$ cat config.mk
export PLATFORM = sky130hd
export DESIGN_NAME = sig_delay
export DESIGN_NICKNAME = d
export VERILOG_FILES = /design/src/logic/pfa_pkg.sv /design/src/logic/sig_delay.sv
export VERILOG_INCLUDE_DIRS = /design/src /design/src/logic
export SDC_FILE = /design/constraint.sdc
export NUM_CORES = 1
export LEC_CHECK = 0
export ABC_AREA = 0
export BUFFER_PORTS_ARGS = -buffer_cell sky130_fd_sc_hd__buf_2
export CORE_AREA = 2 2 39 41
export CTS_BUF_LIST = sky130_fd_sc_hd__clkbuf_8
export CTS_CLUSTER_DIAMETER = 30
export DETAILED_ROUTE_END_ITERATION = 12
export DIE_AREA = 0 0 41 43
export PLACE_DENSITY_LB_ADDON = 0.25
export SKIP_LAST_GASP = 1
export SLEW_MARGIN = 20
export SYNTH_ARGS = -nofsm -noshare
export SYNTH_HDL_FRONTEND = slang
export SYNTH_SLANG_ARGS = --single-unit
$ cat constraint.sdc
create_clock -name clk -period 0.9 [get_ports clk]
set_clock_uncertainty 0.1 [all_clocks]
set_input_delay 0.18 -clock clk [delete_from_list [all_inputs] [get_ports clk]]
set_output_delay 0.18 -clock clk [all_outputs]
set_load 0.01 [all_outputs]
$ cat src/logic/pfa_params.svh
`ifndef PFA_PARAMS_SVH
`define PFA_PARAMS_SVH

// Sample and twiddle word widths.
`define PFA_W 30
`define PFA_TW_W 18
`define PFA_FRAC 16 // Twiddle scale is 2**16.

`define PFA_LANES 5 // Up to radix 5 per beat.
`define PFA_AW 8 // 256-entry twiddle table.

`endif

$ cat src/logic/pfa_pkg.sv
`default_nettype none

`include "pfa_params.svh"

package pfa_pkg;

	typedef logic signed [`PFA_W-1:0] sample_t;
	typedef logic signed [`PFA_TW_W-1:0] twiddle_t;

	// One complex component per lane; lane index is the array index.
	typedef sample_t [`PFA_LANES-1:0] lane_vec_t;

	typedef logic [`PFA_LANES-1:0] lane_mask_t;

	// Radix of the current frame, 2 to 5.
	typedef logic [2:0] radix_t;

endpackage

`default_nettype wire

$ cat src/logic/sig_delay.sv
`timescale 1ns/1ps
`default_nettype none

module sig_delay
	import pfa_pkg::*;
#(
	parameter type T = lane_mask_t,
	parameter int DEPTH = 1
)
(
	input  logic clk,
	input  logic rst_n,
	input  T     d,
	output T     q
);

	T stage_q [DEPTH];

	always_ff @(posedge clk)
	begin
		if (!rst_n)
		begin
			for (int i = 0; i < DEPTH; i++)
				stage_q[i] <= '0;
		end
		else
		begin
			stage_q[0] <= d;
			for (int i = 1; i < DEPTH; i++)
				stage_q[i] <= stage_q[i-1]; // Shift along the chain.
		end
	end

	assign q = stage_q[DEPTH-1];

endmodule

`default_nettype wire

==> reports/qor.csv <==
metric,value,unit
status,"finished, violations left",
violated checks,setup timing,
Boundary Pins,12,
"Core Util, Final",19.26,%
fin worst setup slack,-0.02090,ns
Largest register FFs,5,
clk sink count,5,
Ant. Diodes,0,
post-synthesis sequential area ratio,76.19,%
port buffer count,11,
Routed wire per std cell,8.854,um
Bufs and invs on worst path,1,
Slew headroom,95.43,%
GR Layer Usage met1,4.870,%
Final ANT Viol Nets,0,
Startpoint Class,flip-flop,
"Clk pin slew, worst setup/hold paths",0.04,ns
Worst-Margin Slew,0.06859,ns
Ys Warns,0,
"Distinct cells, synth",2,
Core Footprint,1384,sq um
Tcrit/Tclk final,102.3,%
final setup vio count,5,
Final #Nets,33,
root buffer cell,clkbuf_8,
CTS buffer count,3,
vias in the first global route,128,
CP Data Required Time,0.62,ns
CP peak stage delay,0.31,ns
Crit. End Element,output port,
RSZ-0062 raised after global routing,yes,
drt drc,0,
worst min path class,input pin to flip-flop,
first-pass GRT wire length,531,um
Setup Crit Path Kind,flip-flop to output port,
met2 global-route usage,5.313,%
largest net degree at the start of global routing,6,
#FFs+latches synth,5,
num rows,14,
met3 GRT Util,7.853,%
Power Density,2597,nW/um^2
Worst Path Arrival,0.64,ns
Peak supply drop,691.9,uV
Period minus WS final,0.9209,ns
"most common cell after layout, fill and taps aside",buf_2,
routability cong.,0.5426,
max-slew violations,0,
most crowded layer after global routing,met3,
die width,41,um
max_cap viols,0,
Avg Inst Size Synth,13.14,sq um
"Max stage delay cell, worst path",dfxtp_2,
f_max,1086,MHz
dpl cell area,206.4,sq um
Syn-to-layout area delta,102.9,%
CTS tree,done,
initial antenna violation count,0,
crit-path leading delay family,flip-flops,
final instance area,266.5,sq um
top flop regs,stage_q (5),
WHS,0.06200,ns
via count,120,
gr ovfl total,0,
worst-path fanout max,1,
Total Routing Usage GR,5.639,%
share of layout cells above drive strength 1,64.00,%
DRT iter0 DRCs,1,
routed wire length,363,um
"commonest cells after routing, fill and taps aside","buf_2 (9), and2_1 (5), clkbuf_8 (3), dfxtp_1 (3)",
Pre-Repair DR Iteration Count,2,
syn nets,17,
vias per cell,2.927,
Mapped Area,131.4,sq um
dpl ws,0.2025,ns
CTS Buffer Depth,2,
CTS H-tree lvls,1,
final hold violation count,0,
"Cell Chain, Critical Path",buf_6,
Mapped Cells,10,
area of the die,1763,sq um
Die H,43,um
Biggest register,stage_q,
LEAKAGE,0.1325,nW
Starting Density,9.494,%
# hold bufs at CTS,0,
-- worst paths after layout --
kind	from	end	slack, ns	cells after the start
setup / recovery	stage_q[0][4]	q[4]	-0.02	1
hold / removal	d[3]	stage_q[0][3]	0.06	2
-- synthesized netlist by cell type --
master	instances	area [sq um]
and2_1	5	31.28
dfxtp_1	5	100.1
-- per-stage QoR --
step,instances,power [mW],setup TNS (ns)
global route,41,0.7402,-0.2196
detailed placement,37,0.2814,0
global placement,37,0.2796,0
floorplan,10,0.2547,0
CTS,41,0.7008,-0.1419
finish,41,0.6920,-0.08107
-- final cells by class --
| cell class | count | area (sq um) |
|---|---|---|
| multi-input combinational | 5 | 31.28 |
| clock inverter | 1 | 3.754 |
| sequential | 5 | 102.6 |
| timing repair buffer | 11 | 67.56 |
| clock buffer | 3 | 41.29 |
| tap | 16 | 20.02 |
| fill | 151 | 1117 |
-- power by group --
group | leakage (nW) | total, mW | switching, mW | internal, mW
combinational | 0.0634 | 0.0451 | 0.0176 | 0.0275
clock | 0.0269 | 0.408 | 0.115 | 0.293
sequential | 0.0422 | 0.239 | 0.00357 | 0.236
total | 0.133 | 0.692 | 0.136 | 0.556
-- cells by family after synthesis --
group,Yosys count,share of synthesized area [%]
flops,5,76.19
simple gates,5,23.81
-- layer usage --
| metal | vias up | part of all wire (%) |
|---|---|---|
| li1 | 59 | - |
| met1 | 47 | 36 |
| met2 | 14 | 36 |
| met3 | 0 | 28 |
| met4 | 0 | 0 |
| met5 | - | 0 |
-- what timing repair did --
action                     4_1_cts  5_1_grt
setup endpoints to repair        5        5
buffers inserted                 0        0
resized for setup                0        4
No activity file was read; power rests on OpenSTA's default activity.
