===== config.mk =====
export PLATFORM = sky130hd
export DESIGN_NAME = twdl_ctrl
export DESIGN_NICKNAME = d
export VERILOG_FILES = /design/src/logic/pfa_pkg.sv /design/src/logic/sig_delay.sv /design/src/logic/twdl_ctrl.sv
export VERILOG_INCLUDE_DIRS = /design/src /design/src/logic
export SDC_FILE = /design/constraint.sdc
export NUM_CORES = 1
export LEC_CHECK = 0
export BUFFER_PORTS_ARGS = -buffer_cell sky130_fd_sc_hd__buf_2
export CAP_MARGIN = 5
export CORE_MARGIN = 4
export CORE_UTILIZATION = 55
export DETAILED_ROUTE_END_ITERATION = 10
export GPL_ROUTABILITY_DRIVEN = 0
export PLACE_DENSITY_LB_ADDON = 0.15
export RECOVER_POWER = 25
export SLEW_MARGIN = 30
export SYNTH_ARGS = -nofsm -noshare
export SYNTH_HDL_FRONTEND = slang
export SYNTH_HIERARCHICAL = 1
export SYNTH_SLANG_ARGS = --single-unit

===== constraint.sdc =====
create_clock -name clk -period 7.32 [get_ports clk]
set_input_delay 1.83 -clock clk [delete_from_list [all_inputs] [get_ports clk]]
set_output_delay 1.83 -clock clk [all_outputs]
set_load 0.005 [all_outputs]

===== src/logic/pfa_params.svh =====
`ifndef PFA_PARAMS_SVH
`define PFA_PARAMS_SVH

// Sample and twiddle word widths.
`define PFA_W 30
`define PFA_TW_W 18
`define PFA_FRAC 16 // Twiddle scale is 2**16.

`define PFA_LANES 5 // Up to radix 5 per beat.
`define PFA_AW 8 // 256-entry twiddle table.

`endif


===== src/logic/pfa_pkg.sv =====
`default_nettype none

`include "pfa_params.svh"

package pfa_pkg;

	typedef logic signed [`PFA_W-1:0] sample_t;
	typedef logic signed [`PFA_TW_W-1:0] twiddle_t;

	// One complex component per lane; lane index is the array index.
	typedef sample_t [`PFA_LANES-1:0] lane_vec_t;

	typedef logic [`PFA_LANES-1:0] lane_mask_t;

	// Radix of the current frame, 2 to 5.
	typedef logic [2:0] radix_t;

endpackage

`default_nettype wire


===== src/logic/sig_delay.sv =====
`timescale 1ns/1ps
`default_nettype none

module sig_delay
	import pfa_pkg::*;
#(
	parameter type T = lane_mask_t,
	parameter int DEPTH = 1
)
(
	input  logic clk,
	input  logic rst_n,
	input  T     d,
	output T     q
);

	T stage_q [DEPTH];

	always_ff @(posedge clk)
	begin
		if (!rst_n)
		begin
			for (int i = 0; i < DEPTH; i++)
				stage_q[i] <= '0;
		end
		else
		begin
			stage_q[0] <= d;
			for (int i = 1; i < DEPTH; i++)
				stage_q[i] <= stage_q[i-1]; // Shift along the chain.
		end
	end

	assign q = stage_q[DEPTH-1];

endmodule

`default_nettype wire


===== src/logic/twdl_ctrl.sv =====
`timescale 1ns/1ps
`default_nettype none

`include "pfa_params.svh"

module twdl_ctrl
	import pfa_pkg::*;
(
	input  logic clk,
	input  logic rst_n,

	input  radix_t     factor,
	input  logic [7:0] addr_step,
	input  logic [7:0] exp_ceil,
	input  logic [7:0] exp_time,

	input  logic in_val,

	output logic [`PFA_LANES-1:0][`PFA_AW-1:0] rd_addr,
	output lane_mask_t lane_val,
	output logic       out_val
);

	localparam int LANES = `PFA_LANES;
	localparam int AW = `PFA_AW;

	logic [7:0] exp_n; // Twiddle exponent n.
	logic [7:0] beat_cnt; // Beats spent on the current n.
	logic       hold_done;
	logic       ceil_hit;

	logic [AW-1:0] step_n;
	lane_mask_t    mask_now;
	lane_mask_t    mask_t2;

	// n is held for exp_time beats.
	assign hold_done = (beat_cnt == exp_time - 8'd1);
	assign ceil_hit = (exp_n == exp_ceil - 8'd1);

	always_ff @(posedge clk)
	begin
		if (!rst_n)
		begin
			exp_n <= '0;
			beat_cnt <= '0;
		end
		else if (!in_val)
		begin
			// Idle cycle restarts the sequence.
			exp_n <= '0;
			beat_cnt <= '0;
		end
		else if (hold_done && ceil_hit)
		begin
			exp_n <= '0;
			beat_cnt <= '0;
		end
		else if (hold_done)
		begin
			exp_n <= exp_n + 8'd1;
			beat_cnt <= '0;
		end
		else
		begin
			beat_cnt <= beat_cnt + 8'd1;
		end
	end

	// Product of step and n, kept modulo the table size.
	assign step_n = AW'(addr_step * exp_n);

	for (genvar i = 0; i < LANES; i++)
	begin : g_addr
		assign rd_addr[i] = AW'(step_n * AW'(i)); // Lane 0 stays at address 0.
	end

	always_comb
	begin
		for (int i = 0; i < LANES; i++)
			mask_now[i] = in_val && (i < int'(factor));
	end

	// Mask at t+2, where the products leave the lanes.
	sig_delay #(
		.T     (lane_mask_t),
		.DEPTH (2)
	) mask_pipe_i (
		.clk   (clk),
		.rst_n (rst_n),
		.d     (mask_now),
		.q     (mask_t2)
	);

	// Lane 0 is set on every beat, so any set bit marks a beat.
	assign out_val = |mask_t2;

	// Aligned with the registered table output.
	sig_delay #(
		.T     (lane_mask_t),
		.DEPTH (1)
	) lane_val_dly_i (
		.clk   (clk),
		.rst_n (rst_n),
		.d     (mask_now),
		.q     (lane_val)
	);

endmodule

`default_nettype wire


==> impl_metrics.csv, run 1 <==
group,metric,value,unit
clock_network,cts_max_path_buffers,2,
clock_network,tritoncts,"done",
timing,setup_slack,0.06566,ns
clock_network,cts_buffers,5,
setup_path,required,5.49,ns
cells_and_area,diodes,0,
power_and_ir_drop,power_per_cell_area,104.7,mW/mm^2
synthesis,synthFlopType,"dfxtp_1",
setup_path,startpoint,"addr_step[0]",
power_and_ir_drop,combPwrFrac,0.129,
global_route,grt_pass1_vias,2426,
flow_run,cap_violations,0,
setup_path,critPathArrivalTime,5.42,ns
timing,tightest_slew,0.6160,ns
clock_network,clockRootBuffer,"clkbuf_8",
synthesis,synth_cells,357,
synthesis,synth_warnings,6,
timing,fin_crit,7.254,ns
synthesis,ys_types,53,
die,core_area,0.005205,sq mm
die,start_util,0.5808,
cells_and_area,drive_gt1_frac,0.2560,
hold_path,hp-start,"mask_pipe_i/stage_q[0][3]$_SDFF_PN0_",
power_and_ir_drop,clkPwrFrac,0.397,
drt,viasPerCell,5.145,
timing,relSlewSlack,0.5894,
power_and_ir_drop,switching_share,0.2383,
drt,drc_errors,0,
timing,setup_viol,0,
global_route,grt_start_max_net_pins,18,
placed_design,post_dp_cell_area,0.003279,sq mm
die,die_w,82.14,microns
global_route,track_usage,0.1994,
timing,fmax,137.8,MHz
placed_design,numPortBuffers,64,
synthesis,synth_commonest_cells,"and2_1, buf_4, dfxtp_1",
clock_network,hold_buffers,0,
drt,routed_wl,6334,microns
timing,drv_slew,0,
power_and_ir_drop,seqPwrFrac,0.474,
synthesis,synth-seq-cells,31,
drt,num_vias,2490,
die,placementRows,26,
clock_network,clk_latency,0.28,ns
synthesis,yosysMostFrequentCell,"and2_1",
synthesis,synth_top_area_frac,0.2053,
clock_network,htreeDepth,2,
die,io_pins,76,
timing,fin_crit_sh,0.9910,
synthesis,syn-cell-area,0.003023,sq mm
power_and_ir_drop,p_int,279.8,uW
power_and_ir_drop,peakVddDrop,147.6,uV
drt,first_iter_violations,58,
die,dieArea,0.006746,sq mm
synthesis,synth_area_per_cell,8.468,sq um
setup_path,r2r_start,"beat_cnt[4]$_SDFF_PP0_",
die,die_h,82.14,microns
global_route,antenna_found_initial,0,
setup_path,cp-start-kind,"primary input",
synthesis,synth_edf_count,0,
cells_and_area,final_cell_area,0.003510,sq mm
setup_path,cp-end-kind,"output pin",
status,status,"complete, no violations",
placed_design,hpwl,4820,microns
synthesis,yosysTopAreaCell,"dfxtp_1",
global_route,grt_overflow_total,0,
setup_path,worstSetupPathType,"primary input to output pin",
drt,first_pass_iters,4,
hold_path,min_path_type,"register to register",
setup_path,path_max_fanout,4,
cells_and_area,finalNetCount,482,
drt,wl_per_cell,13.09,microns
clock_network,clkSinkCount,31,
cells_and_area,area_growth,16.10,%
power_and_ir_drop,power_switching,87.56,uW
placed_design,dp_slack,-0.1390,ns
synthesis,synthArstFlopShare,0,
global_route,grt_pass1_wl,10490,microns
timing,finalHoldViolations,0,
clock_network,cts.clk_slew.worst_paths,0.06,ns
drt,ant_nets,0,
synthesis,ys_top_cells_by_area,"dfxtp_1, ha_1, fa_1",
power_and_ir_drop,leakage,0.001672,uW
timing,skew,0.005505,ns
synthesis,seq_area_frac_synth,0.2053,
[worst max-delay path, stage by stage]
cell and delay (ns):
buf_2 0.13, and2_1 0.19, fa_2 0.40, fa_1 0.46, ha_1 0.32, fa_1 0.48, ha_4 0.34, xor2_4 0.20
ha_4 0.23, o21ai_2 0.07, o21bai_1 0.11, a21oi_2 0.16, xor2_1 0.25, xnor2_1 0.14, buf_2 0.12
[power by group through the flow]
stage	registers (uW)	logic, uW	clock network (uW)
after global placement	178	46.5	0
after floorplan	178	29.6	0
after global routing	174	53.4	158
final	174	47.4	146
after CTS	174	47.6	151
after detailed placement	178	47.4	0
[layout make-up]
type | count | area [sq um]
clock buffer | 8 | 100.1
fill | 451 | 1695
inverter | 29 | 108.9
multi-input combinational | 269 | 2177
sequential | 31 | 620.6
tap | 70 | 87.58
timing repair buffer | 77 | 415.4
[logic make-up after synthesis]
group / synth area share
other: 0.001241
buffers and inverters: 0.1258
adders and majority gates: 0.1937
and+or+nand+nor: 0.2343
muxes: 0.007036
xor gates and xnor gates: 0.1275
AOI/OAI and AO/OA: 0.1051
DFF: 0.2053
[path summary, 6_finish.rpt]
check / to / slack (ns) / cells after the start
worst min-delay path: mask_pipe_i/stage_q[0][8]$_SDFF_PN0_ / 0.43 / 1
worst max-delay path: rd_addr[31] / 0.07 / 15
worst max register to register: exp_n[3]$_SDFFE_PP0P_ / 4.91 / 6
worst min register to register: mask_pipe_i/stage_q[0][8]$_SDFF_PN0_ / 0.43 / 1
[registers in the layout (all words and copies together) (netlist names)]
register                count
exp_n                       8
beat_cnt                    8
lane_val_dly_i/stage_q      5
mask_pipe_i/stage_q        10
[stage by stage]
stage	TNS [ns]	total power, uW	utilization	std cells	hold slack (ns)
3_5_place_dp	-0.1390	225.2	0.6300	474	0.4203
4_1_cts	0	372.9	0.6596	482	0.4331
5_1_grt	-0.03341	385.9	0.6743	484	0.4412
3_3_place_gp	-0.02103	224.2	0.6300	474	0.4077
2_1_floorplan	0	207.3	-	367	0.4057
6_report	0	367.4	0.6743	484	0.4280
[what timing repair did]
action	CTS	global route
gates resized for setup	9	12
buffers inserted	0	2
endpoints found under the setup margin	1	1
pin swaps	4	20
[placed cells by master (no fill, tap or decap), types with 4 or more instances in the layout]
cell type,count
inv_1,27
a21oi_1,8
nand2_1,24
ha_4,5
or4_1,4
ha_1,19
and2_0,7
o21a_1,4
clkbuf_8,7
dfxtp_1,31
fa_1,10
nor2_1,21
xor2_1,14
nand2b_1,4
buf_4,13
buf_2,62
nor3_1,4
o21ai_0,4
a21o_1,4
and2_1,29
nand3_1,9
conb_1,11
xnor2_1,28
[layer usage]
layer / up-vias / part of all wire / GRT usage
met5: - / 0 / 0
met4: 0 / 0.013 / 0.05648
met3: 8 / 0.049 / 0.03796
met2: 62 / 0.51 / 0.3595
met1: 1162 / 0.43 / 0.2402
li1: 1258 / - / -
No activity file was read; power rests on OpenSTA's default activity.
==> run 2: changes to the inputs <==
--- a/config.mk
+++ b/config.mk
@@ -10,6 +10,7 @@
 export CAP_MARGIN = 5
 export CORE_MARGIN = 4
 export CORE_UTILIZATION = 55
+export CTS_BUF_LIST = sky130_fd_sc_hd__clkbuf_16
 export DETAILED_ROUTE_END_ITERATION = 10
 export GPL_ROUTABILITY_DRIVEN = 0
 export PLACE_DENSITY_LB_ADDON = 0.15
==> run 2 against run 1 <==
Effect of this change: critical path depth unchanged; clock power up 29%; sequential cell count unchanged; sequential share of layout area down 0.18 points; core utilization up 0.70 points; clock skew down 0.0014 ns; critical path type unchanged; largest cell class unchanged.
==> impl_metrics.csv, run 2 (same netlist as run 1, synthesis figures left out) <==
group,metric,value,unit
status,status,"complete, no violations",
timing,fin_crit_sh,0.9905,
drt,viasPerCell,5.147,
cells_and_area,largest_reg_flops,10,
timing,setup_viol,0,
setup_path,cp_slowest_stage_delay,0.48,ns
timing,relSlewSlack,0.5889,
cells_and_area,diodes,0,
drt,first_iter_violations,45,
global_route,track_usage,0.1995,
die,start_util,0.5808,
die,die_h,82.14,microns
setup_path,cp_slowest_cell,"fa_1",
setup_path,r2r_cells,6,
setup_path,cp-end-kind,"output pin",
power_and_ir_drop,leakage,0.001690,uW
setup_path,path_max_fanout,4,
drt,drc_errors,0,
drt,first_pass_iters,5,
global_route,grt-busiest-layer,"met2",
power_and_ir_drop,power_per_cell_area,115.6,mW/mm^2
cells_and_area,regMostFlops,"mask_pipe_i/stage_q",
timing,skew,0.004153,ns
drt,num_vias,2491,
setup_path,required,5.49,ns
power_and_ir_drop,seqPwrFrac,0.426,
timing,holdWs,0.4276,ns
drt,wl_per_cell,13.14,microns
power_and_ir_drop,p_int,316.3,uW
setup_path,path_depth,15,
global_route,use_met1,0.2407,
clock_network,cts.clk_slew.worst_paths,0.05,ns
timing,finalHoldViolations,0,
setup_path,worstSetupPathType,"primary input to output pin",
timing,drv_slew,0,
cells_and_area,post-route-util,0.6813,
power_and_ir_drop,combPwrFrac,0.116,
clock_network,cts_max_path_buffers,2,
placed_design,numPortBuffers,64,
global_route,met3_usage,0.03796,
cells_and_area,drive_gt1_frac,0.2512,
power_and_ir_drop,peakVddDrop,185.6,uV
global_route,grt_pass1_vias,2443,
die,placementRows,26,
hold_path,whs_path_depth,1,
cells_and_area,final_common_cell,"buf_2",
flow_run,cap_violations,0,
cells_and_area,top_regs,"mask_pipe_i/stage_q (10), beat_cnt (8), exp_n (8)",
clock_network,tritoncts,"done",
die,dieArea,0.006746,sq mm
global_route,grt_start_max_net_pins,18,
die,core_area,0.005205,sq mm
clock_network,htreeDepth,2,
clock_network,hold_buffers,0,
drt,routed_wl,6359,microns
hold_path,min_path_type,"register to register",
timing,tns,0,ns
power_and_ir_drop,switching_share,0.2285,
cells_and_area,area_growth,17.30,%
timing,fin_crit,7.250,ns
die,io_pins,76,
global_route,grt_overflow_total,0,
global_route,grtUsageMet2,0.3619,
setup_path,worst-path-buf-inv,2,
clock_network,clockRootBuffer,"clkbuf_16",
power_and_ir_drop,power_switching,93.68,uW
drt,ant_nets,0,
timing,fmax,137.9,MHz
setup_path,cp_top_family,"adder cells",
die,die_w,82.14,microns
global_route,antenna_found_initial,0,
clock_network,clk_latency,0.27,ns
setup_path,critPathArrivalTime,5.42,ns
global_route,grt_pass1_wl,10550,microns
timing,tightest_slew,0.6166,ns
setup_path,cp-start-kind,"primary input",
cells_and_area,layout_common_cells,"buf_2, dfxtp_1, and2_1",
cells_and_area,finalNetCount,482,
clock_network,clkSinkCount,31,
placed_design,hpwl,4820,microns
setup_path,critical_path.cell_chain,"buf_2 -> and2_1 -> fa_2 -> fa_1 -> ha_1 -> fa_1 -> ha_4 -> xor2_4 -> ha_4 -> o21ai_2 -> o21bai_1 -> a21oi_2 -> xor2_1 -> xnor2_1 -> buf_2",
clock_network,cts_buffers,5,
power_and_ir_drop,clkPwrFrac,0.458,
[run 2: metrics by stage]
stage	total power [uW]	worst slack, ns	instance area (sq um)	std cells
after floorplan	207.3	0.1545	3060	367
after global placement	224.2	-0.02103	3279	474
after detailed placement	225.2	-0.1390	3279	474
after CTS	415.9	0.009693	3470	482
after global routing	428.5	-0.03341	3546	484
final	410.0	0.06974	3546	484
[run 2: per-layer routing]
metal  share of wire  vias up
met4          0.0090        0
met3           0.048        6
met1            0.43     1167
met2            0.51       62
met5               0        -
li1                -     1256
[run 2: cell type report]
cell class / instances / area, sq um
timing repair buffer: 77 / 415.4
tap: 70 / 87.58
clock buffer: 5 / 125.1
fill: 442 / 1659
sequential: 31 / 620.6
clock inverter: 3 / 11.26
inverter: 29 / 108.9
multi-input combinational: 269 / 2177
[run 2: worst paths after layout]
check                                             from                                    to  slack, ns
setup / recovery                          addr_step[0]                           rd_addr[31]       0.07
hold / removal    mask_pipe_i/stage_q[0][0]$_SDFF_PN0_  mask_pipe_i/stage_q[0][5]$_SDFF_PN0_       0.43
setup reg to reg                beat_cnt[5]$_SDFF_PP0_                 exp_n[3]$_SDFFE_PP0P_       4.92
hold reg to reg   mask_pipe_i/stage_q[0][0]$_SDFF_PN0_  mask_pipe_i/stage_q[0][5]$_SDFF_PN0_       0.43
[run 2: repair_timing]
action | in CTS | in global routing
gates resized for setup | 9 | 12
setup endpoints to repair | 1 | 1
setup buffers | 0 | 2
pin swaps | 4 | 20
[run 2: power groups by stage]
stage / sequential (uW) / clock, uW / combinational, uW
floorplan: 178 / 0 / 29.6
global placement: 178 / 0 / 46.5
detailed placement: 178 / 0 / 47.4
CTS: 175 / 194 / 47.6
global route: 175 / 200 / 53.5
finish: 175 / 188 / 47.4
==> run 3: changes to the inputs <==
--- a/config.mk
+++ b/config.mk
@@ -8,6 +8,7 @@
 export LEC_CHECK = 0
 export BUFFER_PORTS_ARGS = -buffer_cell sky130_fd_sc_hd__buf_2
 export CAP_MARGIN = 5
+export CORE_ASPECT_RATIO = 1.1
 export CORE_MARGIN = 4
 export CORE_UTILIZATION = 55
 export CTS_BUF_LIST = sky130_fd_sc_hd__clkbuf_16
==> run 3 against run 2 <==
Effect of this change: clock power about the same; worst hold slack worse by 0.0065 ns; largest cell class unchanged; highest routed layer unchanged; maximum frequency up 0.76%; final area down 1.9%; sequential cell count unchanged; power down 0.95%; routed wire length down 4.8%; sequential share of layout area up 0.35 points; non-clock buffer count down 2.
==> impl_metrics.csv, run 3 (same netlist as run 1, synthesis figures left out) <==
group,metric,value,unit
setup_path,r2r_start,"beat_cnt[4]$_SDFF_PP0_",
cells_and_area,layout_common_cells,"buf_2, dfxtp_1, inv_1, and2_1, xnor2_1",
cells_and_area,finalNetCount,480,
hold_path,whs_path_depth,1,
timing,relSlewSlack,0.6234,
hold_path,min_path_type,"register to register",
global_route,antenna_found_initial,0,
cells_and_area,fill_cells,486,
setup_path,cp-start-kind,"primary input",
setup_path,path_depth,17,
cells_and_area,final_cell_area,0.003477,sq mm
setup_path,cp-end-kind,"output pin",
timing,setup_slack,0.1242,ns
status,status,"complete, no violations",
setup_path,critical_path.cell_chain,"buf_2 -> and2_1 -> ha_1 -> fa_1 -> ha_1 -> inv_1 -> fa_1 -> inv_1 -> fa_2 -> xor2_2 -> ha_1 -> o21ai_1 -> o21bai_1 -> a21oi_2 -> xor2_1 -> xnor2_1 -> buf_2",
die,die_w,78.69,microns
timing,fin_crit,7.196,ns
timing,setup_viol,0,
drt,viasPerCell,4.998,
die,core_area,0.005360,sq mm
setup_path,reg2reg_slack,4.92,ns
placed_design,post_dp_cell_area,0.003271,sq mm
die,placementRows,28,
clock_network,cts.clk_slew.worst_paths,0.05,ns
placed_design,hpwl,4889,microns
global_route,grt_overflow_total,0,
setup_path,cp_top_family,"adder cells",
global_route,grt_start_max_net_pins,18,
timing,drv_slew,0,
setup_path,r2r_end,"exp_n[3]$_SDFFE_PP0P_",
power_and_ir_drop,power_per_cell_area,116.8,mW/mm^2
flow_run,cap_violations,0,
timing,tightest_slew,0.5650,ns
drt,routed_wl,6053,microns
global_route,grt_pass1_wl,10240,microns
clock_network,cts_buffers,5,
timing,finalHoldViolations,0,
setup_path,cp_slowest_cell,"fa_1",
drt,first_pass_iters,4,
cells_and_area,drive_gt1_frac,0.2257,
clock_network,htreeDepth,2,
clock_network,tritoncts,"done",
timing,tns,0,ns
setup_path,crit_top_cell,"ha_1",
placed_design,numPortBuffers,64,
cells_and_area,largest_reg_flops,10,
clock_network,cts_max_path_buffers,2,
clock_network,hold_buffers,0,
timing,holdWs,0.4211,ns
clock_network,clk_latency,0.27,ns
setup_path,critPathArrivalTime,5.37,ns
timing,fin_crit_sh,0.9830,
drt,wl_per_cell,12.43,microns
setup_path,crit_end,"rd_addr[31]",
setup_path,worstSetupPathType,"primary input to output pin",
setup_path,worst-path-buf-inv,4,
cells_and_area,regMostFlops,"mask_pipe_i/stage_q",
global_route,grt_pass1_vias,2372,
cells_and_area,final_common_cell,"buf_2",
die,dieArea,0.006748,sq mm
setup_path,required,5.49,ns
setup_path,startpoint,"addr_step[1]",
power_and_ir_drop,leakage,0.001703,uW
drt,first_iter_violations,57,
drt,ant_nets,0,
timing,fmax,139.0,MHz
die,die_h,85.76,microns
setup_path,cp_slowest_stage_delay,0.52,ns
cells_and_area,diodes,0,
clock_network,clkSinkCount,31,
timing,skew,0.005464,ns
die,start_util,0.5640,
setup_path,path_max_fanout,4,
clock_network,clockRootBuffer,"clkbuf_16",
global_route,track_usage,0.1864,
placed_design,dp_slack,-0.05172,ns
drt,drc_errors,0,
die,io_pins,76,
setup_path,r2r_cells,6,
drt,num_vias,2434,
power_and_ir_drop,peakVddDrop,175.1,uV
cells_and_area,area_growth,15.02,%
cells_and_area,top_regs,"mask_pipe_i/stage_q (10), beat_cnt (8), exp_n (8)",
## run 3: cell count changes in the layout (fill, tap and decap cells not counted), moves of 2 or more
cell,before,now
ha_1,19,24
ha_2,2,0
inv_1,28,30
inv_2,2,0
ha_4,5,2
buf_4,13,11
## run 3: per-layer routing
layer	vias to the layer above	track usage	wire [microns]	part of all wire
li1	1254	-	-	-
met1	1116	0.1986	2469	0.41
met2	60	0.3815	3219	0.53
met3	4	0.03046	329	0.054
met4	0	0.03021	34	0.0056
met5	-	0	0	0
## run 3: cell type report
class / count / area, sq um / area share
multi-input cells: 269 / 2117 / 0.6089
inverters: 29 / 108.9 / 0.03131
clock inverters: 3 / 11.26 / 0.003239
clock buffers: 5 / 125.1 / 0.03598
repair buffers: 75 / 400.4 / 0.1151
well taps: 75 / 93.84 / 0.02699
flip-flops and latches: 31 / 620.6 / 0.1785
## run 3: worst min path at each step
| stage | slack [ns] | startpoint | endpoint |
|---|---|---|---|
| floorplan | 0.41 | mask_pipe_i/stage_q[0][3]$_SDFF_PN0_ | mask_pipe_i/stage_q[0][8]$_SDFF_PN0_ |
| global placement | 0.41 | mask_pipe_i/stage_q[0][3]$_SDFF_PN0_ | mask_pipe_i/stage_q[0][8]$_SDFF_PN0_ |
| detailed placement | 0.42 | mask_pipe_i/stage_q[0][3]$_SDFF_PN0_ | mask_pipe_i/stage_q[0][8]$_SDFF_PN0_ |
| CTS | 0.43 | mask_pipe_i/stage_q[0][3]$_SDFF_PN0_ | mask_pipe_i/stage_q[0][8]$_SDFF_PN0_ |
| global route | 0.44 | mask_pipe_i/stage_q[0][1]$_SDFF_PN0_ | mask_pipe_i/stage_q[0][6]$_SDFF_PN0_ |
| finish | 0.42 | mask_pipe_i/stage_q[0][3]$_SDFF_PN0_ | mask_pipe_i/stage_q[0][8]$_SDFF_PN0_ |
## run 3: through the flow
step	instances	total power (uW)	utilization
6_report	487	406.1	0.6487
5_1_grt	487	425.5	0.6487
4_1_cts	485	410.5	0.6422
3_5_place_dp	477	224.2	0.6102
3_3_place_gp	477	223.3	0.6102
2_1_floorplan	367	207.3	-
## run 3: power breakdown
group	switching (uW)	total, uW	leakage, uW	internal, uW
logic	25.4	46.2	0.00138	20.8
registers	1.39	175	0.000252	173
clock network	63.8	185	0.0000701	122
total	90.6	406	0.00170	316
## run 3: repair_timing
action                                  in CTS  in global routing
resized for setup                            5                  5
buffers inserted                             0                  2
endpoints found under the setup margin       1                  1
pin swaps                                    3                  6
